===== src/cache_pkg.sv =====
package cache_pkg;

    // address and data widths
    localparam int ADDR_W         = 32;
    localparam int WORD_W         = 32;
    localparam int BEAT_W         = 64;
    localparam int BEATS_PER_LINE = 4;
    localparam int LINE_W         = BEAT_W * BEATS_PER_LINE;  // 32-byte line

    // cache geometry
    localparam int NUM_SETS   = 16;
    localparam int OFFSET_W   = 5;
    localparam int INDEX_W    = 4;
    localparam int TAG_W      = ADDR_W - INDEX_W - OFFSET_W;  // 23
    localparam int WORD_SEL_W = 3;   // addr bits 4:2
    localparam int BEAT_CNT_W = 2;

    typedef logic [ADDR_W-1:0]  addr_t;
    typedef logic [WORD_W-1:0]  word_t;
    typedef logic [BEAT_W-1:0]  beat_t;
    typedef logic [LINE_W-1:0]  line_t;
    typedef logic [TAG_W-1:0]   tag_t;
    typedef logic [INDEX_W-1:0] index_t;

    // cache controller
    typedef enum logic [1:0] {
        IDLE,
        LOOKUP,
        REFILL,
        RESPOND
    } cache_state_e;

endpackage : cache_pkg


===== src/line_cache.sv =====
`timescale 1ns/100ps

module line_cache
    import cache_pkg::*;
(
    input   logic       clk,
    input   logic       rst,

    // client request
    input   logic       req_valid_i,
    output  logic       req_ready_o,
    input   addr_t      req_addr_i,

    // client response
    output  logic       resp_valid_o,
    input   logic       resp_ready_i,
    output  word_t      resp_data_o,

    // refill side
    output  logic       fill_req_o,
    output  addr_t      fill_addr_o,
    input   logic       fill_done_i,
    input   line_t      fill_line_i
);

    cache_state_e   state;

    // one storage entry per set
    line_t                  line_arr [NUM_SETS];
    tag_t                   tag_arr  [NUM_SETS];
    logic   [NUM_SETS-1:0]  valid_q;

    addr_t  addr_q;     // address of the request in flight
    word_t  data_q;

    tag_t                   req_tag;
    index_t                 req_index;
    logic   [WORD_SEL_W-1:0] word_sel;
    line_t                  hit_line;
    logic                   hit;

    function automatic word_t select_word(input line_t line, input logic [WORD_SEL_W-1:0] sel);
        return line[sel*WORD_W +: WORD_W];
    endfunction

    assign req_tag   = addr_q[ADDR_W-1 -: TAG_W];
    assign req_index = addr_q[OFFSET_W +: INDEX_W];
    assign word_sel  = addr_q[OFFSET_W-1 -: WORD_SEL_W];

    assign hit_line = line_arr[req_index];
    assign hit      = valid_q[req_index] && (tag_arr[req_index] == req_tag);

    // control state
    always_ff @(posedge clk) begin
        if (rst) begin
            state   <= IDLE;
            valid_q <= '0;
        end else begin
            case (state)
                IDLE: begin
                    if (req_valid_i) begin
                        state <= LOOKUP;
                    end
                end
                LOOKUP: begin
                    state <= hit ? RESPOND : REFILL;
                end
                REFILL: begin
                    if (fill_done_i) begin
                        state              <= RESPOND;
                        valid_q[req_index] <= 1'b1;
                    end
                end
                RESPOND: begin
                    if (resp_ready_i) begin
                        state <= IDLE;
                    end
                end
                default: state <= IDLE;
            endcase
        end
    end

    // arrays and payload
    always_ff @(posedge clk) begin
        if (state == IDLE && req_valid_i) begin
            addr_q <= req_addr_i;
        end
        if (state == LOOKUP && hit) begin
            data_q <= select_word(hit_line, word_sel);
        end
        if (state == REFILL && fill_done_i) begin
            line_arr[req_index] <= fill_line_i;
            tag_arr[req_index]  <= req_tag;
            data_q              <= select_word(fill_line_i, word_sel);  // forward the missed word
        end
    end

    assign req_ready_o  = (state == IDLE);
    assign resp_valid_o = (state == RESPOND);
    assign resp_data_o  = data_q;

    assign fill_req_o  = (state == REFILL);
    assign fill_addr_o = {addr_q[ADDR_W-1:OFFSET_W], {OFFSET_W{1'b0}}};  // line aligned

    // held response must not move under the client
    a_resp_held : assert property (@(posedge clk) disable iff (rst)
        resp_valid_o && !resp_ready_i |=> resp_valid_o && $stable(resp_data_o))
        else $error("line_cache: response changed while held");

    // miss request stays up until the arbiter returns the line
    a_fill_held : assert property (@(posedge clk) disable iff (rst)
        fill_req_o && !fill_done_i |=> fill_req_o && $stable(fill_addr_o))
        else $error("line_cache: fill request dropped before fill_done_i");

endmodule : line_cache


===== config.mk =====
export PLATFORM = sky130hd
export DESIGN_NAME = line_cache
export DESIGN_NICKNAME = d
export VERILOG_FILES = /design/src/cache_pkg.sv /design/src/line_cache.sv
export SDC_FILE = /design/constraint.sdc
export NUM_CORES = 2
export LEC_CHECK = 0
export BUFFER_PORTS_ARGS = -buffer_cell sky130_fd_sc_hd__buf_2
export CAP_MARGIN = 10
export CORE_UTILIZATION = 40
export DETAILED_ROUTE_END_ITERATION = 10
export HOLD_SLACK_MARGIN = 0.03
export PLACE_DENSITY = 0.61
export SYNTH_ARGS = -nofsm -noshare
export SYNTH_HDL_FRONTEND = slang
export SYNTH_MEMORY_MAX_BITS = 65536
export SYNTH_SLANG_ARGS = --single-unit

===== constraint.sdc =====
create_clock -name clk -period 19.7 [get_ports clk]
set_input_delay 0.985 -clock clk [delete_from_list [all_inputs] [get_ports clk]]
set_output_delay 0.985 -clock clk [all_outputs]
set_load 0.01 [all_outputs]

==> flow_summary_export.csv <==
group,metric,value,unit
clock_network,worstSkewPairLatency,1.00,ns
global_route,overflow,0,
logic_synthesis,yosysSeqAreaShare,0.782,
clock_network,cts_resized,0,
layout,fin_nets,7724,
sta,fin_ws,12.91,ns
logic_synthesis,yosysWarnings,0,
setup_path,worstPathArrival,7.39,ns
sta,finalCriticalPeriod,6.79,ns
layout,synthToLayoutAreaGrowth,13.3,%
clock_network,clkTransAtPathRegs,0.06,ns
floorplanning,rows,242,
min_path,hold_path_class,"input pin to flop",
logic_synthesis,synth_top_area_frac,0.780,
clock_network,clock-sinks,4548,
detailed_routing,routedWlPerCell,32.8,um
detailed_routing,drc_errors,0,
setup_path,setup.worst_path.class,"flop to flop",
floorplanning,chipWidth,662,um
clock_network,postCtsSetupBuffers,0,
detailed_routing,via_per_inst,5.81,
clock_network,cts_hold_buf,0,
setup_path,critical_path_peak_fanout,77,
place,port_buffers,352,
sta,hold_viol,0,
sta,fmax,0.147,GHz
setup_path,worstSetupStartpointType,"flop",
logic_synthesis,synth.area.top_cells,"edfxtp_1 (78%), mux4_2 (19%), clkbuf_1 (0.48%), mux2i_1 (0.31%), a22oi_1 (0.28%)",
logic_synthesis,avgSynthCellArea,25.5,um2
clock_network,cts_tree,"done",
sta,finalCritPeriodShare,0.345,
clock_network,root_buffer,"clkbuf_16",
sta,slew_headroom,0.163,
setup_path,cp-end-kind,"flop",
logic_synthesis,ys_ff_latch,4548,
floorplanning,dieArea,438000,um2
layout,fin_area,198000,um2
sta,rsz0062_at_grt,"no",
pwr,total_power,24.6,mW
clock_network,htree_levels,5,
setup_path,r2r_setup_slack,12.91,ns
logic_synthesis,ys.flop_type,"edfxtp_1",
logic_synthesis,synth-edff-count,4526,
clock_network,cts_buffer_depth,4,
floorplanning,coreArea,434000,um2
floorplanning,initial_core_util,0.402,
place,place_congestion,0.793,
place,place_ws,12.85,ns
logic_synthesis,syn-cell-area,174000,um2
global_route,grt.total_usage,0.202,
detailed_routing,wirelength,446000,um
sta,setup_viol,0,
sta,setup-tns-final,0,ns
logic_synthesis,synth_top_area_cell,"edfxtp_1",
floorplanning,io_pins,360,
global_route,grt_max_degree,122,
pwr,peakVddDrop,0.0965,mV
sta,drv_slew,0,
place,dpl.hpwl,239000,um
setup_path,crit_required,20.30,ns
pwr,p_leak,60.9,nW
detailed_routing,first_iter_violations,8622,
floorplanning,fp.dieH,662,um
global_route,antenna_found_initial,189,
logic_synthesis,async_flop_share,0,
status,status,"complete, no violations",
detailed_routing,antenna_left,0,
detailed_routing,vias,78900,
detailed_routing,firstDrtPassIters,5,
global_route,grt_pass1_vias,81200,
layout,n_fill_cell,35500,
clock_network,numCtsBuffers,442,
sta,worst_slew_pin_slew,1.25,ns
logic_synthesis,synth_cells,6848,
global_route,grt_pass1_wl,626000,um
logic_synthesis,synth_cell_types,62,
place,place_area,183000,um2
job,cap_violations,0,
layout,final_layout_size_suffix_gt1_frac,0.341,
layout,finalCoreUtilization,0.455,
sta,finClkSkew,0.0984,ns
pwr,powerDensity,124,nW/um2
[sequential cells by signal, indices dropped and copies added, names as in the netlist, named ones only]
signal / flops
tag_arr: 368
line_arr: 4096
addr_q: 30
resp_data_o: 32
state: 2
valid_q: 16
[layout make-up]
| class | instances | area (um2) | share of cell area |
|---|---|---|---|
| multi-input combinational | 1892 | 36400 | 0.184 |
| clock inverter | 277 | 2530 | 0.0128 |
| tap | 5734 | 7170 | 0.0363 |
| clock buffer | 536 | 11500 | 0.0581 |
| timing repair buffer | 530 | 3420 | 0.0173 |
| inverter | 13 | 56.3 | 0.000285 |
| sequential | 4548 | 136000 | 0.690 |
| antenna | 49 | 123 | 0.000621 |
[cell families after synthesis]
| kind of cell | Yosys count | synth area share |
|---|---|---|
| AO/OA/AOI/OAI | 134 | 0.00589 |
| XOR/XNOR | 33 | 0.00166 |
| adder cells (fa/ha/maj) | 4 | 0.000287 |
| buffers and inverters | 412 | 0.0102 |
| flip-flops | 4548 | 0.782 |
| multiplexers | 1552 | 0.196 |
| other | 1 | 0.0000215 |
| AND/OR/NAND/NOR | 164 | 0.00426 |
[final timing paths]
kind,start,end,cells past startpoint
setup / recovery,flop,resp_data_o[25]$_DFFE_PP_,12
hold reg to reg,valid_q[4]$_SDFFE_PP0P_,valid_q[4]$_SDFFE_PP0P_,2
setup reg to reg,flop,resp_data_o[25]$_DFFE_PP_,12
hold / removal,req_addr_i[4],addr_q[4]$_DFFE_PP_,1
[synthesized netlist by cell type, drive strengths merged, types with 2 or more instances]
| cell type | number |
|---|---|
| a21oi | 5 |
| o22ai | 7 |
| nand3 | 5 |
| mux2 | 17 |
| nor2b | 6 |
| clkbuf | 225 |
| or3 | 2 |
| dfxtp | 22 |
| or4 | 3 |
| and2b | 2 |
| o211ai | 2 |
| a31oi | 7 |
| ha | 4 |
| nand2 | 68 |
| nand4 | 2 |
| a211oi | 5 |
| nor3 | 8 |
| a22o | 6 |
| edfxtp | 4526 |
| mux4 | 1481 |
| buf | 174 |
| inv | 12 |
| nand2b | 7 |
| a221oi | 11 |
| a22oi | 66 |
| o21ai | 6 |
| mux2i | 54 |
| a2111oi | 4 |
| nor2 | 49 |
| and3 | 4 |
| and2 | 3 |
| xor2 | 13 |
| xnor2 | 20 |
| o21ba | 4 |
[worst max-delay path, cell delays in order, from the launching register on]
cell     delay, ns
dfxtp_4       0.72
buf_4         0.74
buf_4         0.92
buf_4         1.01
mux4_2        0.42
mux2i_1       0.21
o22ai_1       0.13
xnor2_1       0.21
nand2_1       0.19
or4_1         0.52
or4_4         0.61
nand2_2       0.10
buf_4         0.48
[stage by stage]
step	hold WS, ns	instances
finish	0.166	13600
global placement	0.459	12700
global route	0.137	13600
CTS	0.0852	13500
detailed placement	0.465	12700
floorplan	0.435	6852
[layout by cell type (no fill, tap or decap), drive strengths merged, types with 6 or more instances in the layout]
cell         n
edfxtp    4526
mux4      1481
clkbuf     536
buf        530
clkinv     215
nand2       68
a22oi       66
mux2i       54
diode       49
nor2        49
bufinv      38
inv         25
dfxtp       22
xnor2       20
mux2        17
xor2        13
clkinvlp    12
a221oi      11
nor3         8
a31oi        7
nand2b       7
o22ai        7
a22o         6
nor2b        6
o21ai        6
[metal layers]
layer  wire, um  global-route usage  up-vias  part of all wire
met2     225000               0.340     2994              0.50
li1           -                   -    31300                 -
met5        563                   0        -            0.0013
met4      13300              0.0594       86             0.030
met3      31400              0.0365      735             0.070
met1     176000               0.270    43800              0.39
[where the power goes]
part	internal [mW]	switching, mW
Combinational	2.52	2.83
Sequential	10.9	0.148
Clock	4.64	3.58
No activity file was read; power rests on OpenSTA's default activity.
