`src/cache_pkg.sv`:
```
package cache_pkg;

    // address and data widths
    localparam int ADDR_W         = 32;
    localparam int WORD_W         = 32;
    localparam int BEAT_W         = 64;
    localparam int BEATS_PER_LINE = 4;
    localparam int LINE_W         = BEAT_W * BEATS_PER_LINE;  // 32-byte line

    // cache geometry
    localparam int NUM_SETS   = 16;
    localparam int OFFSET_W   = 5;
    localparam int INDEX_W    = 4;
    localparam int TAG_W      = ADDR_W - INDEX_W - OFFSET_W;  // 23
    localparam int WORD_SEL_W = 3;   // addr bits 4:2
    localparam int BEAT_CNT_W = 2;

    typedef logic [ADDR_W-1:0]  addr_t;
    typedef logic [WORD_W-1:0]  word_t;
    typedef logic [BEAT_W-1:0]  beat_t;
    typedef logic [LINE_W-1:0]  line_t;
    typedef logic [TAG_W-1:0]   tag_t;
    typedef logic [INDEX_W-1:0] index_t;

    // cache controller
    typedef enum logic [1:0] {
        IDLE,
        LOOKUP,
        REFILL,
        RESPOND
    } cache_state_e;

endpackage : cache_pkg

```
`src/burst_adapter.sv`:
```
`timescale 1ns/100ps

module burst_adapter
    import cache_pkg::*;
(
    input   logic       clk,
    input   logic       rst,

    // beats from memory
    input   beat_t      bmem_rdata_i,
    input   logic       bmem_rvalid_i,

    // assembled line
    output  logic       line_valid_o,
    output  line_t      line_o
);

    logic   [BEAT_CNT_W-1:0]    beat_cnt;
    logic                       last_beat;
    line_t                      line_q;

    assign last_beat = bmem_rvalid_i && (beat_cnt == BEAT_CNT_W'(BEATS_PER_LINE - 1));

    always_ff @(posedge clk) begin
        if (rst) begin
            beat_cnt     <= '0;
            line_valid_o <= 1'b0;
        end else begin
            line_valid_o <= last_beat;  // one cycle after the fourth beat
            if (bmem_rvalid_i) begin
                beat_cnt <= beat_cnt + BEAT_CNT_W'(1);  // wraps after the last beat
            end
        end
    end

    // shift in from the top
    // after four beats, beat k sits at bits 64k and up
    always_ff @(posedge clk) begin
        if (bmem_rvalid_i) begin
            line_q <= {bmem_rdata_i, line_q[LINE_W-1:BEAT_W]};
        end
    end

    assign line_o = line_q;

    // memory keeps one burst outstanding, so the next burst cannot start yet
    a_no_overlap : assert property (@(posedge clk) disable iff (rst)
        line_valid_o |-> !bmem_rvalid_i)
        else $error("burst_adapter: beat arrived while line_valid_o is high");

endmodule : burst_adapter

```
`config.mk`:
```
export PLATFORM = sky130hd
export DESIGN_NAME = burst_adapter
export DESIGN_NICKNAME = d
export VERILOG_FILES = /design/src/cache_pkg.sv /design/src/burst_adapter.sv
export SDC_FILE = /design/constraint.sdc
export NUM_CORES = 1
export LEC_CHECK = 0
export BUFFER_PORTS_ARGS = -buffer_cell sky130_fd_sc_hd__buf_2
export CAP_MARGIN = 25
export CORE_MARGIN = 4
export CORE_UTILIZATION = 35
export CTS_CLUSTER_DIAMETER = 100
export DETAILED_ROUTE_END_ITERATION = 6
export GPL_TIMING_DRIVEN = 0
export SETUP_SLACK_MARGIN = 0.15
export SLEW_MARGIN = 25
export SYNTH_ARGS = -nofsm -noshare
export SYNTH_HDL_FRONTEND = slang
export SYNTH_SLANG_ARGS = --single-unit
export TNS_END_PERCENT = 50
```
`constraint.sdc`:
```
create_clock -name clk -period 1.82 [get_ports clk]
set_clock_uncertainty 0.15 [all_clocks]
set_input_delay 0.182 -clock clk [delete_from_list [all_inputs] [get_ports clk]]
set_output_delay 0.182 -clock clk [all_outputs]
set_load 0.02 [all_outputs]
```
==> results of run 1 <==
## cell usage after synthesis
cell type	count	area, um^2
nor2_1	2	7.51
mux2i_1	1	10.0
edfxtp_1	256	7690
xnor2_1	1	8.76
and3b_2	1	10.0
ha_1	1	12.5
dfxtp_1	3	60.1
## logic make-up after synthesis
family / synth area share, %
DFF: 99.4
and+or+nand+nor: 0.225
xor gates and xnor gates: 0.112
muxes: 0.128
adders and majority gates: 0.160
## through the flow
stage               setup WS (ns)  cell area, um^2
detailed placement          0.153             9830
floorplan                   0.818             7800
global placement            -2.95             9760
finish                      0.318            11200
CTS                         0.254            11200
global route                0.255            11200
## power breakdown
group	leakage (nW)	switching (W)	internal (W)
registers	2.53	0.000172	0.00703
logic	1.60	0.000794	0.000401
clock network	0.376	0.00204	0.00269
## per-layer routing
layer	track usage, %	wire, um
met1	14.8	6140
met2	22.3	8510
met3	4.70	1860
met4	4.63	588
met5	0	0
## how the worst max path moves through the flow
stage	cells after the start	endpoint	startpoint	slack (ns)
after floorplan	3	beat_cnt[1]	beat_cnt[0]	0.82
after global placement	2	line_valid_o	bmem_rvalid_i	-2.95
final	1	line_o[240]	line_o[240]	0.32
after detailed placement	4	beat_cnt[1]	bmem_rvalid_i	0.15
after global routing	1	line_o[240]	line_o[240]	0.25
after CTS	1	line_o[240]	line_o[240]	0.25
## repair_timing
| action | CTS | global route |
|---|---|---|
| endpoints found under the hold margin | 131 | 35 |
| resized for setup | 0 | 0 |
| endpoints found under the setup margin | 0 | 0 |
## final cells by class
cell class	instances	area (um^2)	area share (%)
clock inverters	15	63.8	0.568
well taps	280	350	3.12
repair buffers	390	2330	20.8
clock buffers	32	694	6.18
flip-flops and latches	259	7750	68.9
multi-input cells	6	48.8	0.434
## flip-flops by register name (all words and copies together) (netlist names)
name / cells
line_o: 256
line_valid_o: 1
beat_cnt: 2
==> out/metrics.yaml, run 1 <==
clock_network:
  postCtsSetupRepairBufs: 0
  htree_levels: 1
  cts_buffers: 27
  clk_path_buf_depth: 3
  hold_buffers: 65
  cts_tree: "yes"
  clkSinkCount: 259
  insertion_delay_ns: 0.51
  cts_root_buffer: "clkbuf_16"
  cts.clk_slew.worst_paths_ns: 0.06
sta:
  slew_violations: 0
  tightest_slew_ns: 0.547
  period_share_pct: 82.5
  hold_viol: 19
  fin_crit_ns: 1.50
  rsz0062_at_grt: "no"
  hold_ws_ns: -0.0137
  tns_ns: 0
  relSlewSlack_pct: 63.6
  finalSetupViolations: 0
  fmax_ghz: 0.666
power:
  p_per_area_nw_per_um2: 1170
  vdd_drop_max_mv: 0.787
  fin_total_pwr_w: 0.0131
  p_leak_nw: 4.51
global_routing:
  grtUsageTotal_pct: 12.9
  antenna_found_initial: 0
  grt_pass1_wl_mm: 25.1
  grt_pass1_vias: 4433
  overflow: 0
  grt_start_max_net_pins: 107
final_layout:
  area_growth_pct: 44.1
  n_antenna_cell: 0
  fin_nets: 752
  nFillCells: 1804
  layout_commonest_cell: "buf_2"
  utilization_pct: 51.3
  drive_gt1_share_pct: 51.1
  most-common-layout-cells: "322 x buf_2, 256 x edfxtp_1, 65 x dlygate4sd3_1, 27 x clkbuf_16, 9 x clkinv_1"
  final_cells: 982
setup_path:
  rr_worst_depth: 3
  cp.required_ns: 1.49
  r2r-end: "beat_cnt[1]"
  timing.rr.start: "beat_cnt[0]"
  critPathBufInv: 1
  cp-start-kind: "register"
  critPathMaxFanout: 2
  slowest_stage: "edfxtp_1"
  r2r_setup_slack_ns: 0.77
  worstPathCellList: "buf_2"
  cp_data_arrival_time_ns: 1.17
  max_stage_delay_ns: 0.46
  critPathTopFamily: "flip-flops"
  path_class: "register to output port"
  end_kind: "output port"
floorplan:
  die_area_um2: 24700
  die_y_um: 157
  die_w_um: 157
  io_pins: 324
  core_um2: 21900
  rows: 54
  initial_core_util_pct: 35.6
logic_synthesis:
  syn-num-nets: 333
  synth_area_um2: 7800
  syn_avg_cell_area_um2: 29.4
  synth-seq-area-share_pct: 99.4
  syn_inst: 265
  ys_types: 7
  yosys_warnings: 0
  ys_ff_latch: 259
flow_run:
  maxCapViolations: 0
place:
  placed_cells: 870
  hpwl_mm: 11.7
  port_buffers: 323
  routabilityCongestion: 0.734
route:
  antenna_left: 0
  num_vias: 4215
  drt_iter0_drc: 170
  wl_per_cell_um: 17.4
  dr.pass1.iters: 4
  totalWireLength_mm: 17.1
  drc: 0
  viasPerCell: 4.29
min_path:
  hold_depth: 1
  hold_class: "input port to register"
  holdPathEnd: "line_o[77]"
  hold_start: "bmem_rvalid_i"
run_status:
  failed_checks: "negative hold slack"
  status: "finished with violations"
Note: power is estimated with default switching activity, not from simulation.
==> run 2, diff against run 1 <==
Settings changed: ABC_AREA set to 1.
Clock period 1.82 ns to 1.3 ns, I/O delays scaled along.
==> run 2 against run 1 <==
Compared with the run above:
- the run ends with negative hold slack, negative setup slack left
- utilization grew 7.8 points
- highest routed layer unchanged
- largest cell class unchanged
- die area grew 0.11%
- final cell count grew 8.5%
- design area grew 15%
- power grew 51%
- clock power grew 56%
- global-route usage grew 0.73 points
- critical path type unchanged
- sequential power grew 41%
==> out/metrics.yaml, run 2 <==
sta:
  fmax_ghz: 0.682
  relSlewSlack_pct: 64.9
  tightest_slew_ns: 0.526
  fin_crit_ns: 1.47
  finalSetupViolations: 251
  slew_violations: 0
  period_share_pct: 113
  rsz0062_at_grt: "yes"
  fin_ws_ns: -0.166
  hold_ws_ns: -0.104
  hold_viol: 59
run_status:
  status: "finished with violations"
  failed_checks: "negative hold slack, negative setup slack"
power:
  p_leak_nw: 5.28
  seq_power_share_pct: 51.3
  swShare_pct: 22.6
  p_per_area_nw_per_um2: 1530
  pwr-share-comb_pct: 11.6
  clkPwrFrac_pct: 37.0
  vdd_drop_max_mv: 1.09
  fin_total_pwr_w: 0.0198
  p_int_w: 0.0154
  switching_power_w: 0.00448
final_layout:
  fin_nets: 833
  drive_gt1_share_pct: 56.1
  area_growth_pct: 65.9
  utilization_pct: 59.1
  layout_commonest_cell: "edfxtp_1"
  most-common-layout-cells: "256 x edfxtp_1, 168 x buf_6, 154 x buf_2, 75 x buf_4, 65 x dlygate4sd3_1"
  nFillCells: 1566
  n_antenna_cell: 0
  largest_reg_flops: 256
  final_cells: 1065
flow_run:
  maxCapViolations: 0
route:
  drt_iter0_drc: 207
  antenna_left: 0
  totalWireLength_mm: 18.5
  top_layer: "met4"
  wl_met3_mm: 2.20
  viasPerCell: 4.21
  dr.pass1.iters: 4
  wl_met2_mm: 9.57
  num_vias: 4487
  wl_per_cell_um: 17.4
  wl_met1_mm: 6.27
  drc: 0
setup_path:
  slowest_stage: "edfxtp_1"
  end_kind: "output port"
  path_class: "register to output port"
  r2r_setup_slack_ns: 0.21
  r2r-end: "line_o[93]"
  rr_worst_depth: 2
  critPathTopFamily: "flip-flops"
  cp.required_ns: 1.02
  critPathBufInv: 1
  timing.rr.start: "line_o[157]"
  cp_data_arrival_time_ns: 1.19
  max_stage_delay_ns: 0.48
  critPathMaxFanout: 2
  cp-start-kind: "register"
  worstPathCellList: "buf_6"
clock_network:
  clk_path_buf_depth: 3
  cts_root_buffer: "clkbuf_16"
  cts_buffers: 26
  clkSinkCount: 259
  cts_tree: "yes"
  insertion_delay_ns: 0.52
  cts.clk_slew.worst_paths_ns: 0.06
  hold_buffers: 65
  htree_levels: 1
floorplan:
  rows: 54
  die_w_um: 157
  die_y_um: 157
  io_pins: 324
  die_area_um2: 24800
  initial_core_util_pct: 35.7
  core_um2: 21900
global_routing:
  grt_pass1_wl_mm: 26.4
  overflow: 0
  grt_start_max_net_pins: 103
  grt_pass1_vias: 4809
  antenna_found_initial: 0
  grtUsageTotal_pct: 13.6
logic_synthesis:
  synthTopCellsByCount: "256 x edfxtp_1, 5 x nand2_1, 5 x nor2_1"
  syn_inst: 272
  yosysTopAreaCell: "edfxtp_1"
  synthArstFlopShare_pct: 0
  ys_ff_latch: 259
  ys_top_cells_by_area: "edfxtp_1 98%, dfxtp_1 0.77%, nand2_1 0.24%"
  syn-num-nets: 340
  synth_top_area_share_pct: 98.5
  synth_area_um2: 7800
  synth-seq-area-share_pct: 99.3
  ys_types: 6
  syn_avg_cell_area_um2: 28.7
  yosys_warnings: 0
  synthFlopType: "edfxtp_1"
  yosysMostFrequentCell: "edfxtp_1"
  synth-edff-count: 256
min_path:
  holdPathEnd: "line_o[171]"
  hold_class: "input port to register"
  hold_start: "bmem_rvalid_i"
  hold_depth: 1
place:
  placed_cells: 877
  port_buffers: 323
  hpwl_mm: 11.8
  place_ws_ns: -0.258
  routabilityCongestion: 0.791
-- run 2: cell count changes in the layout (fill, tap and decap cells not counted), sizes merged, moves of 2 or more --
cell and change:
bufinv +3, inv +2, buf +75, nand2 +5, nor2 +3
-- run 2: how the worst max path moves through the flow --
stage / startpoint / end / slack, ns / depth (start not counted)
floorplan: beat_cnt[0] / beat_cnt[1] / 0.31 / 5
global placement: bmem_rvalid_i / beat_cnt[1] / -3.35 / 4
detailed placement: bmem_rvalid_i / line_o[45] / -0.26 / 2
CTS: line_o[69] / line_o[69] / -0.21 / 1
global route: line_o[69] / line_o[69] / -0.22 / 1
finish: line_o[159] / line_o[159] / -0.17 / 1
-- run 2: final cells by class --
type	count	area (um^2)	share of cell area (%)
clock buffer	31	691	5.33
clock inverter	17	153	1.18
inverter	2	7.51	0.0580
multi-input combinational	11	50.0	0.387
sequential	259	7750	59.9
tap	280	350	2.71
timing repair buffer	465	3950	30.5
-- run 2: metal layers --
metal | GRT usage (%) | vias to the layer above
met3 | 5.47 | 37
met4 | 4.06 | 0
met5 | 0 | -
li1 | - | 2087
met2 | 24.4 | 236
met1 | 14.9 | 2127
-- run 2: timing repair --
item,in CTS,in global routing
buffers inserted,55,20
hold endpoints to repair,126,59
resized for setup,253,87
endpoints found under the setup margin,257,258
-- run 2: power by group through the flow --
stage / sequential, W / combinational, W / clock, W
2_1_floorplan: 0.0109 / 0.0000130 / 0
3_3_place_gp: 0.0103 / 0.00151 / 0
3_5_place_dp: 0.0103 / 0.00154 / 0
4_1_cts: 0.0102 / 0.00217 / 0.00758
5_1_grt: 0.0102 / 0.00243 / 0.00789
6_report: 0.0102 / 0.00231 / 0.00735
-- run 2: worst register-to-register path: stages, from the launching register on --
cell      delay (ns)
edfxtp_1        0.43
buf_4           0.16
buf_4           0.12
-- run 2: per-stage QoR --
stage / hold WS, ns / cell area [um^2] / setup TNS, ns
2_1_floorplan: 0.0515 / 7800 / 0
3_3_place_gp: 0.157 / 9770 / -857.09
3_5_place_dp: 0.157 / 9840 / -47.96
4_1_cts: -0.108 / 12500 / -21.73
5_1_grt: -0.0973 / 12900 / -25.43
6_report: -0.104 / 12900 / -12.78
-- run 2: logic make-up (layout without fill, tap and decap cells) --
| kind of cell | count (synthesis) | in the layout | share of synthesized area (%) |
|---|---|---|---|
| flip-flops | 259 | 259 | 99.3 |
| AND/OR/NAND/NOR | 10 | 10 | 0.481 |
| buffers and inverters | 2 | 515 | 0.0962 |
| adder cells (fa/ha/maj) | 1 | 1 | 0.160 |
