$ cat src/cache_pkg.sv
package cache_pkg;

    // address and data widths
    localparam int ADDR_W         = 32;
    localparam int WORD_W         = 32;
    localparam int BEAT_W         = 64;
    localparam int BEATS_PER_LINE = 4;
    localparam int LINE_W         = BEAT_W * BEATS_PER_LINE;  // 32-byte line

    // cache geometry
    localparam int NUM_SETS   = 16;
    localparam int OFFSET_W   = 5;
    localparam int INDEX_W    = 4;
    localparam int TAG_W      = ADDR_W - INDEX_W - OFFSET_W;  // 23
    localparam int WORD_SEL_W = 3;   // addr bits 4:2
    localparam int BEAT_CNT_W = 2;

    typedef logic [ADDR_W-1:0]  addr_t;
    typedef logic [WORD_W-1:0]  word_t;
    typedef logic [BEAT_W-1:0]  beat_t;
    typedef logic [LINE_W-1:0]  line_t;
    typedef logic [TAG_W-1:0]   tag_t;
    typedef logic [INDEX_W-1:0] index_t;

    // cache controller
    typedef enum logic [1:0] {
        IDLE,
        LOOKUP,
        REFILL,
        RESPOND
    } cache_state_e;

endpackage : cache_pkg

$ cat src/refill_arbiter.sv
`timescale 1ns/100ps

module refill_arbiter
    import cache_pkg::*;
(
    input   logic       clk,
    input   logic       rst,

    // instruction cache miss port
    input   logic       i_fill_req_i,
    input   addr_t      i_fill_addr_i,
    output  logic       i_fill_done_o,

    // data cache miss port
    input   logic       d_fill_req_i,
    input   addr_t      d_fill_addr_i,
    output  logic       d_fill_done_o,

    output  line_t      fill_line_o,    // shared by both caches

    // burst memory read
    output  addr_t      bmem_addr_o,
    output  logic       bmem_read_o,
    input   logic       bmem_ready_i,

    // assembled line from the adapter
    input   logic       line_valid_i,
    input   line_t      line_i
);

    logic   [1:0]   grant_q;    // one-hot with bit 1 for the data cache
    logic           busy;       // burst outstanding on memory
    logic           last_d;     // data cache won the last grant
    logic           pick;
    logic           pick_d;
    addr_t          addr_q;
    line_t          line_q;

    // no new pick while a done pulse is out because the winner still shows its request
    assign pick = (grant_q == 2'b00) && !i_fill_done_o && !d_fill_done_o
                  && (i_fill_req_i || d_fill_req_i);

    always_comb begin
        if (i_fill_req_i && d_fill_req_i) begin
            pick_d = !last_d;   // alternate under contention
        end else begin
            pick_d = d_fill_req_i;
        end
    end

    assign bmem_read_o = (grant_q != 2'b00) && !busy && bmem_ready_i;

    always_ff @(posedge clk) begin
        if (rst) begin
            grant_q       <= 2'b00;
            busy          <= 1'b0;
            last_d        <= 1'b0;  // data cache wins the first tie
            i_fill_done_o <= 1'b0;
            d_fill_done_o <= 1'b0;
        end else begin
            i_fill_done_o <= 1'b0;
            d_fill_done_o <= 1'b0;
            if (pick) begin
                grant_q <= pick_d ? 2'b10 : 2'b01;
                last_d  <= pick_d;
            end
            if (bmem_read_o) begin
                busy <= 1'b1;
            end
            if (busy && line_valid_i) begin
                busy          <= 1'b0;
                grant_q       <= 2'b00;
                i_fill_done_o <= grant_q[0];
                d_fill_done_o <= grant_q[1];
            end
        end
    end

    always_ff @(posedge clk) begin
        if (pick) begin
            addr_q <= pick_d ? d_fill_addr_i : i_fill_addr_i;
        end
        if (busy && line_valid_i) begin
            line_q <= line_i;
        end
    end

    assign bmem_addr_o = addr_q;
    assign fill_line_o = line_q;

    // no second read until the outstanding line is back
    a_one_burst : assert property (@(posedge clk) disable iff (rst)
        busy && !line_valid_i |=> !bmem_read_o)
        else $error("refill_arbiter: read issued while a burst is outstanding");

    // adapter only completes a line for a burst we started
    a_line_expected : assert property (@(posedge clk) disable iff (rst)
        line_valid_i |-> busy)
        else $error("refill_arbiter: line returned with no burst outstanding");

endmodule : refill_arbiter

$ cat config.mk
export PLATFORM = sky130hd
export DESIGN_NAME = refill_arbiter
export DESIGN_NICKNAME = d
export VERILOG_FILES = /design/src/cache_pkg.sv /design/src/refill_arbiter.sv
export SDC_FILE = /design/constraint.sdc
export NUM_CORES = 1
export LEC_CHECK = 0
export ABC_CLOCK_PERIOD_IN_PS = 10200
export BUFFER_PORTS_ARGS = -buffer_cell sky130_fd_sc_hd__buf_4
export CAP_MARGIN = 20
export CORE_AREA = 2 2 242 244
export CTS_CLUSTER_DIAMETER = 80
export DETAILED_ROUTE_END_ITERATION = 8
export DIE_AREA = 0 0 244 246
export PLACE_DENSITY_LB_ADDON = 0.15
export SLEW_MARGIN = 20
export SYNTH_ARGS = -nofsm -noshare
export SYNTH_HDL_FRONTEND = slang
export SYNTH_SLANG_ARGS = --single-unit
$ cat constraint.sdc
create_clock -name clk -period 10.2 [get_ports clk]
set_clock_uncertainty 0.05 [all_clocks]
set_input_delay 2.04 -clock clk [delete_from_list [all_inputs] [get_ports clk]]
set_output_delay 2.04 -clock clk [all_outputs]
set_load 0.01 [all_outputs]
==> impl_metrics.yaml, run 1 <==
outcome:
  status: "completed"
clocking:
  cts_buffers: 38
  hold_buffers: 0
  clock_latency_ns: 0.52
  cts.sinks: 294
  cts_tree: "yes"
  cts_resized: 0
  post_cts_buffers: 0
  clk_path_buf_depth: 3
  htree_levels: 2
  clkTransAtPathRegs_ns: 0.06
  root_buffer: "clkbuf_16"
floorplanning:
  core_area_mm2: 0.05737
  die_x_um: 244
  start_util_pct: 16.21
  pin_count: 617
  dieHeight_um: 246
  dieArea_mm2: 0.06002
  num_rows: 88
global_route:
  grt_max_degree: 155
  grt_util_all_layers_pct: 10.01
  grt.overflow.total: 0
  grt_pass1_vias: 6246
  grt_pass1_wl_um: 43610
  antenna_found_initial: 4
sta:
  fin_crit_ns: 4.669
  maxSlewViolCount: 0
  setup_viol_count_final: 0
  clock.fmax_mhz: 214.2
  rsz0062_at_grt: "false"
  tightestPinTransition_ns: 1.007
  max-slew-margin-rel_pct: 32.84
  finalSetupTns_ns: 0
  finalHoldViolCount: 0
  setup_ws_ns: 5.531
  finalCritPeriodShare_pct: 45.78
  whs_ns: 0.5037
job:
  drv_cap: 0
placement:
  place_ws_ns: 5.515
  hpwl_um: 24550
  io_buffers: 616
  gp_congestion: 0.7086
worst_hold_path:
  hold_path.class: "flip-flop to flip-flop"
synthesis:
  ys_types: 19
  yosys-top-cells-area: "edfxtp_1 (93%), mux2_2 (3.8%), dfxtp_1 (1.3%), buf_6 (0.36%), nor3b_1 (0.24%)"
  syn-cell-area_mm2: 0.009301
  yosysSeqAreaShare_pct: 94.27
  synth-async-reset-ratio_pct: 0
  netlist_top_cells_count: "edfxtp_1 (288), mux2_2 (31), dfxtp_1 (6), buf_6 (3), nor3b_1 (3)"
  yosysWarnings: 0
  yosys.area.top_type: "edfxtp_1"
  syn_area_per_cell_um2: 26.81
  synth_edf_count: 288
  synth-seq-cells: 294
  synthesis.instances: 347
  synth_top_area_share_pct: 92.98
  ys.flop_type: "edfxtp_1"
  synthesis.nets: 673
  yosys.cell_count.top_type: "edfxtp_1"
final_layout:
  final_core_util_pct: 27.93
  area_delta_synth_final_pct: 72.25
  fillerInstances: 5936
  final_net_count: 1329
  drive_above_1_share_pct: 68.32
setup_path:
  crit_top_cell: "buf_4"
  setup.worst_path.start_class: "input pin"
  cp_slowest_cell: "nor3b_1"
  worst-path-max-fanout: 2
  critPathArrivalTime_ns: 2.58
  worstSetupEndpointType: "output pin"
  crit_type: "input pin to output pin"
  slowest_delay_ns: 0.27
  critical_path_required_ns: 8.11
  cp_cell_sequence: "buf_4 -> nor3b_1 -> buf_4"
detailed_routing:
  drcViolationCount: 0
  wire_per_inst_um: 17.93
  vias: 5958
  ant_nets: 0
  viasPerCell: 3.317
  first_pass_iters: 4
  initialDrtViolationCount: 256
  routed_wl_um: 32210
pwr:
  p_switching_mw: 0.6342
  power_density_mw_per_mm2: 180.4
  ir_drop_mv: 0.1211
  p_int_mw: 2.256
  p_leak_nw: 6.385
  switching_share_pct: 21.94
  combPwrFrac_pct: 8.9
  p_total_mw: 2.890
  pwr-share-seq_pct: 48.8
  clock_power_share_pct: 42.3
[through the flow]
stage               cell area, um^2  cells
global placement              14890   1728
CTS                           16020   1794
floorplan                      9301    347
detailed placement            14890   1728
finish                        16020   1796
global route                  16020   1794
[worst max-delay path: cells and delay by family]
family | cells | cell delay (ns)
buffers and inverters | 2 | 0.26
AND/OR/NAND/NOR | 1 | 0.27
[cell type report]
class	instances	area, um^2	area share (%)
antenna	2	5.005	0.03124
clock buffer	49	1023	6.388
clock inverter	17	101.3	0.6326
inverter	1	11.26	0.07029
multi-input combinational	49	495.5	3.093
sequential	294	8768	54.73
tap	765	957.2	5.974
timing repair buffer	619	4659	29.08
[cell families after synthesis]
kind of cell	synth area share, %
flip-flops	94.27
multiplexers	3.874
AND/OR/NAND/NOR	0.7936
AO/OA/AOI/OAI	0.6593
buffers and inverters	0.4035
[power groups by stage]
stage | registers, mW | logic, mW | clock network (mW)
6_report | 1.41 | 0.257 | 1.22
2_1_floorplan | 1.47 | 0.0451 | 0
5_1_grt | 1.42 | 0.277 | 1.33
3_3_place_gp | 1.44 | 0.264 | 0
3_5_place_dp | 1.44 | 0.264 | 0
4_1_cts | 1.41 | 0.264 | 1.29
[sequential cells by signal, indices dropped and copies added (netlist names)]
register / count
i_fill_done_o: 1
grant_q: 2
bmem_addr_o: 32
busy: 1
fill_line_o: 256
last_d: 1
d_fill_done_o: 1
[cell usage in the layout, fill, tap and decap left out]
cell type / n
clkbuf_8: 1
mux2_2: 31
mux2_1: 1
buf_4: 618
a21boi_4: 1
o21a_1: 1
a31oi_1: 1
nand2b_1: 1
clkbuf_1: 9
clkinv_2: 4
buf_12: 1
inv_8: 4
clkinv_1: 8
edfxtp_1: 288
nor3b_1: 3
dfxtp_1: 6
nor2_1: 1
a311oi_1: 1
o21ba_2: 1
inv_6: 2
nor4_4: 1
nand2_1: 1
nor2b_1: 1
a21oi_1: 2
diode_2: 2
clkbuf_16: 39
nor3_1: 2
[layer usage]
metal,vias to the layer above,GRT usage (%),routed length (um)
li1,2732,-,-
met1,2852,9.641,10430
met2,322,18.38,17440
met3,48,5.414,3724
met4,4,2.780,594
met5,-,0,23
[worst paths after layout]
| kind | start | cells after the start | end | slack (ns) |
|---|---|---|---|---|
| worst max register to register | busy | 3 | fill_line_o[212] | 7.80 |
| worst min register to register | grant_q[1] | 1 | d_fill_done_o | 0.50 |
| worst max-delay path | bmem_ready_i | 3 | bmem_read_o | 5.53 |
| worst min-delay path | grant_q[1] | 1 | d_fill_done_o | 0.50 |
No activity file was read; power rests on OpenSTA's default activity.
==> run 2, diff against run 1 <==
- ABC_CLOCK_PERIOD_IN_PS: 10200 -> 3900
- CORE_AREA: 2 2 242 244 -> 2 2 240 242
- DIE_AREA: 0 0 244 246 -> 0 0 242 244
- clock period: 10.2 -> 3.9 ns (I/O delays scaled with it)
==> impl_metrics.yaml, run 2 (same netlist as run 1, synthesis figures left out) <==
outcome:
  status: "completed"
final_layout:
  final_net_count: 1336
  final_common_cell: "buf_4"
  largest_reg_flops: 256
  n_antenna_cell: 0
  final_cell_mix: "buf_4 (624), edfxtp_1 (288), clkbuf_16 (38)"
  area_delta_synth_final_pct: 73.37
  fillerInstances: 5838
  drive_above_1_share_pct: 69.18
  final_core_util_pct: 28.71
global_route:
  antenna_found_initial: 2
  met3_usage_pct: 5.158
  grt_use_met2_pct: 20.20
  grt_util_all_layers_pct: 10.95
  grt_max_degree: 80
  grt_pass1_wl_um: 46600
  grt.overflow.total: 0
  gr-usage-met1_pct: 10.65
  grt_pass1_vias: 6524
  grt-busiest-layer: "met2"
sta:
  clock.fmax_mhz: 432.4
  finalHoldViolCount: 0
  finalSetupTns_ns: 0
  setup_ws_ns: 1.587
  max-slew-margin-rel_pct: 37.89
  finalCritPeriodShare_pct: 59.30
  rsz0062_at_grt: "false"
  tightestPinTransition_ns: 0.9298
  setup_viol_count_final: 0
  fin_crit_ns: 2.313
  maxSlewViolCount: 0
floorplanning:
  start_util_pct: 16.56
  num_rows: 87
  core_area_mm2: 0.05617
  dieArea_mm2: 0.05905
  die_x_um: 242
  pin_count: 617
  dieHeight_um: 244
detailed_routing:
  first_pass_iters: 4
  drcViolationCount: 0
  ant_nets: 0
  viasPerCell: 3.379
  vias: 6051
  wire_per_inst_um: 18.93
  initialDrtViolationCount: 161
  routed_wl_um: 33900
clocking:
  clk_path_buf_depth: 3
  clkTransAtPathRegs_ns: 0.06
  cts_buffers: 38
  root_buffer: "clkbuf_16"
  cts.sinks: 294
  hold_buffers: 0
  cts_tree: "yes"
  cts_resized: 0
  clock_latency_ns: 0.53
  htree_levels: 2
  post_cts_buffers: 0
setup_path:
  critPathBufInv: 1
  worst-path-max-fanout: 4
  critPathArrivalTime_ns: 1.48
  slowest_delay_ns: 0.41
  cp_cell_sequence: "nor2_1 -> nor3b_1 -> buf_4"
  critical_path_required_ns: 3.07
  crit_type: "flip-flop to output pin"
  worstSetupEndpointType: "output pin"
  setup.worst_path.start_class: "flip-flop"
  cp_slowest_cell: "dfxtp_1"
  critical-path-top-delay-family: "flip-flops"
worst_hold_path:
  hold_path.class: "input pin to flip-flop"
placement:
  place_ws_ns: 1.080
  gp_congestion: 0.7757
  hpwl_um: 26400
  io_buffers: 616
pwr:
  p_leak_nw: 6.438
  ir_drop_mv: 0.2516
  power_density_mw_per_mm2: 477.5
job:
  drv_cap: 0
run 2: changes by cell type in the layout (fill, tap and decap cells not counted), sizes merged:
cell / delta
clkinvlp: +2
clkbuf: -4
bufinv: +2
clkinv: +1
inv: -2
diode: -2
buf: +7
run 2: per-stage QoR:
| step | std cells | total power, mW | cell area, um^2 | hold WS (ns) |
|---|---|---|---|---|
| finish | 1791 | 7.699 | 16130 | 0.3575 |
| detailed placement | 1726 | 4.467 | 14960 | 0.4992 |
| global placement | 1726 | 4.467 | 14960 | 0.4911 |
| CTS | 1791 | 7.882 | 16130 | 0.3087 |
| global route | 1791 | 8.018 | 16130 | 0.3230 |
| floorplan | 347 | 3.957 | 9321 | 0.4607 |
run 2: report_power, final:
| group | switching (mW) | internal, mW | total (mW) | leakage, nW |
|---|---|---|---|---|
| clock | 1.37 | 1.95 | 3.32 | 0.572 |
| combinational | 0.286 | 0.397 | 0.683 | 3.19 |
| sequential | 0.0522 | 3.65 | 3.70 | 2.68 |
run 2: final timing paths:
check                            startpoint               end  slack [ns]  cells after the start
worst max-delay path             grant_q[1]       bmem_read_o        1.59                      3
worst min-delay path            line_i[212]  fill_line_o[212]        0.36                      1
worst min register to register         busy     i_fill_done_o        0.51                      2
worst max register to register         busy  fill_line_o[140]        1.77                      3
run 2: per-layer routing:
metal,wire length (um),part of all wire (%)
met3,3467,10
met1,11190,33
met4,796,2.3
met2,18410,54
met5,30,0.089
run 2: final cells by class:
class / instances / area, um^2 / share of cell area (%)
Sequential cell: 294 / 8768 / 54.38
Timing Repair Buffer: 626 / 4725 / 29.30
Clock buffer: 45 / 987.2 / 6.122
Tap cell: 756 / 945.9 / 5.866
Multi-Input combinational cell: 49 / 511.7 / 3.173
Clock inverter: 20 / 180.2 / 1.117
Inverter: 1 / 7.507 / 0.04655
==> run 3, diff against run 2 <==
- ABC_CLOCK_PERIOD_IN_PS: 3900 -> 2100
- clock period: 3.9 -> 2.1 ns (I/O delays scaled with it)
==> impl_metrics.yaml, run 3 (same netlist as run 1, synthesis figures left out) <==
final_layout:
  final_net_count: 1598
  final_common_cell: "buf_4"
  area_delta_synth_final_pct: 102.5
  seq_area_mm2: 0.008768
  fillerInstances: 5609
  drive_above_1_share_pct: 55.36
  largest_reg_flops: 256
  multi_input_area_um2: 511.7
  final_core_util_pct: 33.53
  final_cell_mix: "buf_4 (621), edfxtp_1 (288), dlygate4sd3_1 (256)"
sta:
  rsz0062_at_grt: "false"
  finalCritPeriodShare_pct: 92.51
  finalSetupTns_ns: 0
  setup_viol_count_final: 0
  whs_ns: 0.05157
  max-slew-margin-rel_pct: 77.56
  tightestPinTransition_ns: 0.3341
  clock.fmax_mhz: 514.7
  maxSlewViolCount: 0
  finalHoldViolCount: 0
  fin_crit_ns: 1.943
global_route:
  antenna_found_initial: 4
  grt_max_degree: 37
  grt_util_all_layers_pct: 11.35
  grt_pass1_vias: 7846
  grt_pass1_wl_um: 50510
  grt.overflow.total: 0
placement:
  hpwl_um: 26240
  gp_congestion: 0.7806
  io_buffers: 616
job:
  drv_cap: 0
clocking:
  root_buffer: "clkbuf_16"
  cts_tree: "yes"
  htree_levels: 2
  clock_latency_ns: 0.53
  cts_buffers: 39
  cts.sinks: 294
  clk_path_buf_depth: 3
  clkTransAtPathRegs_ns: 0.05
setup_path:
  r2r_end: "bmem_addr_o[12]"
  cp_slowest_cell: "dfxtp_1"
  slowest_delay_ns: 0.42
  r2r-start: "grant_q[1]"
  worst-r2r-cell-count: 3
  r2r_slack_ns: 0.49
  setup.worst_path.start_class: "flip-flop"
  critPathArrivalTime_ns: 1.47
  cp_cell_sequence: "nor2_1 -> nor3b_1 -> buf_4"
  worst-path-max-fanout: 4
  critPathBufInv: 1
  critical-path-top-delay-family: "flip-flops"
  critical_path_required_ns: 1.63
  worstSetupEndpointType: "output pin"
  crit_type: "flip-flop to output pin"
detailed_routing:
  first_pass_iters: 4
  wire_per_inst_um: 16.94
  viasPerCell: 3.420
  routed_wl_um: 34800
  initialDrtViolationCount: 205
  vias: 7028
  drcViolationCount: 0
  ant_nets: 0
floorplanning:
  core_area_mm2: 0.05617
  start_util_pct: 16.56
  dieHeight_um: 244
  pin_count: 617
  die_x_um: 242
  dieArea_mm2: 0.05905
  num_rows: 87
worst_hold_path:
  holdPathEnd: "i_fill_done_o"
  hold_path.class: "input pin to flip-flop"
  min-delay-start: "rst"
  hold_path_depth: 2
outcome:
  status: "completed"
pwr:
  power_density_mw_per_mm2: 780.4
  p_leak_nw: 7.560
  ir_drop_mv: 0.5353
-- run 3: cell types whose count changed in the layout (fill, tap and decap cells not counted), moves of 3 or more --
cell,before,now
dlygate4sd3_1,0,256
buf_4,624,621
clkbuf_16,38,41
clkbuf_1,6,9
buf_12,2,10
-- run 3: timing repair --
action                                 CTS  global route
endpoints found under the hold margin  256             0
hold buffers                           256             0
gates resized for setup                  0             0
setup buffers                            0             0
-- run 3: cell type report --
type | count | area share, %
Antenna cell | 2 | 0.02657
Clock buffer | 52 | 5.773
Clock inverter | 14 | 0.4385
Inverter | 1 | 0.03986
Multi-Input combinational cell | 49 | 2.717
Sequential cell | 294 | 46.56
Tap cell | 756 | 5.023
Timing Repair Buffer | 887 | 39.42
-- run 3: worst reg2reg max path: stages (launching register included) --
cell and delay [ns]:
dfxtp_1 0.36, nor4_4 0.40, o21a_1 0.23, buf_12 0.22
-- run 3: worst max-delay path by stage --
stage / from / endpoint / slack [ns] / cells after the start
global placement: i_fill_req_i / bmem_addr_o[12] / 0.46 / 4
CTS: grant_q[1] / bmem_read_o / 0.10 / 3
finish: grant_q[1] / bmem_read_o / 0.16 / 3
global route: grant_q[1] / bmem_read_o / 0.06 / 3
floorplan: line_valid_i / fill_line_o[0] / -2.66 / 2
detailed placement: i_fill_req_i / bmem_addr_o[15] / 0.44 / 4
-- run 3: power by group --
group | internal (mW) | switching, mW | total, mW
clock | 3.63 | 2.47 | 6.10
sequential | 6.77 | 0.0993 | 6.87
combinational | 1.08 | 0.637 | 1.72
-- run 3: stage by stage --
stage | worst slack [ns] | power (mW) | instance area, um^2 | cells
after global routing | 0.06203 | 15.39 | 18830 | 2055
after detailed placement | 0.4413 | 8.331 | 15100 | 1731
final | 0.1573 | 14.70 | 18830 | 2055
after global placement | 0.4590 | 8.333 | 15100 | 1731
after floorplan | -2.659 | 7.348 | 9321 | 347
after CTS | 0.1042 | 15.05 | 18830 | 2053
-- run 3: per-layer routing --
metal  vias to the layer above  GRT usage, %  wire, um
met5                         -             0        27
li1                       3266             -         -
met4                         4         3.794       897
met1                      3353         11.41     11940
met2                       351         21.01     18640
met3                        54         4.807      3295
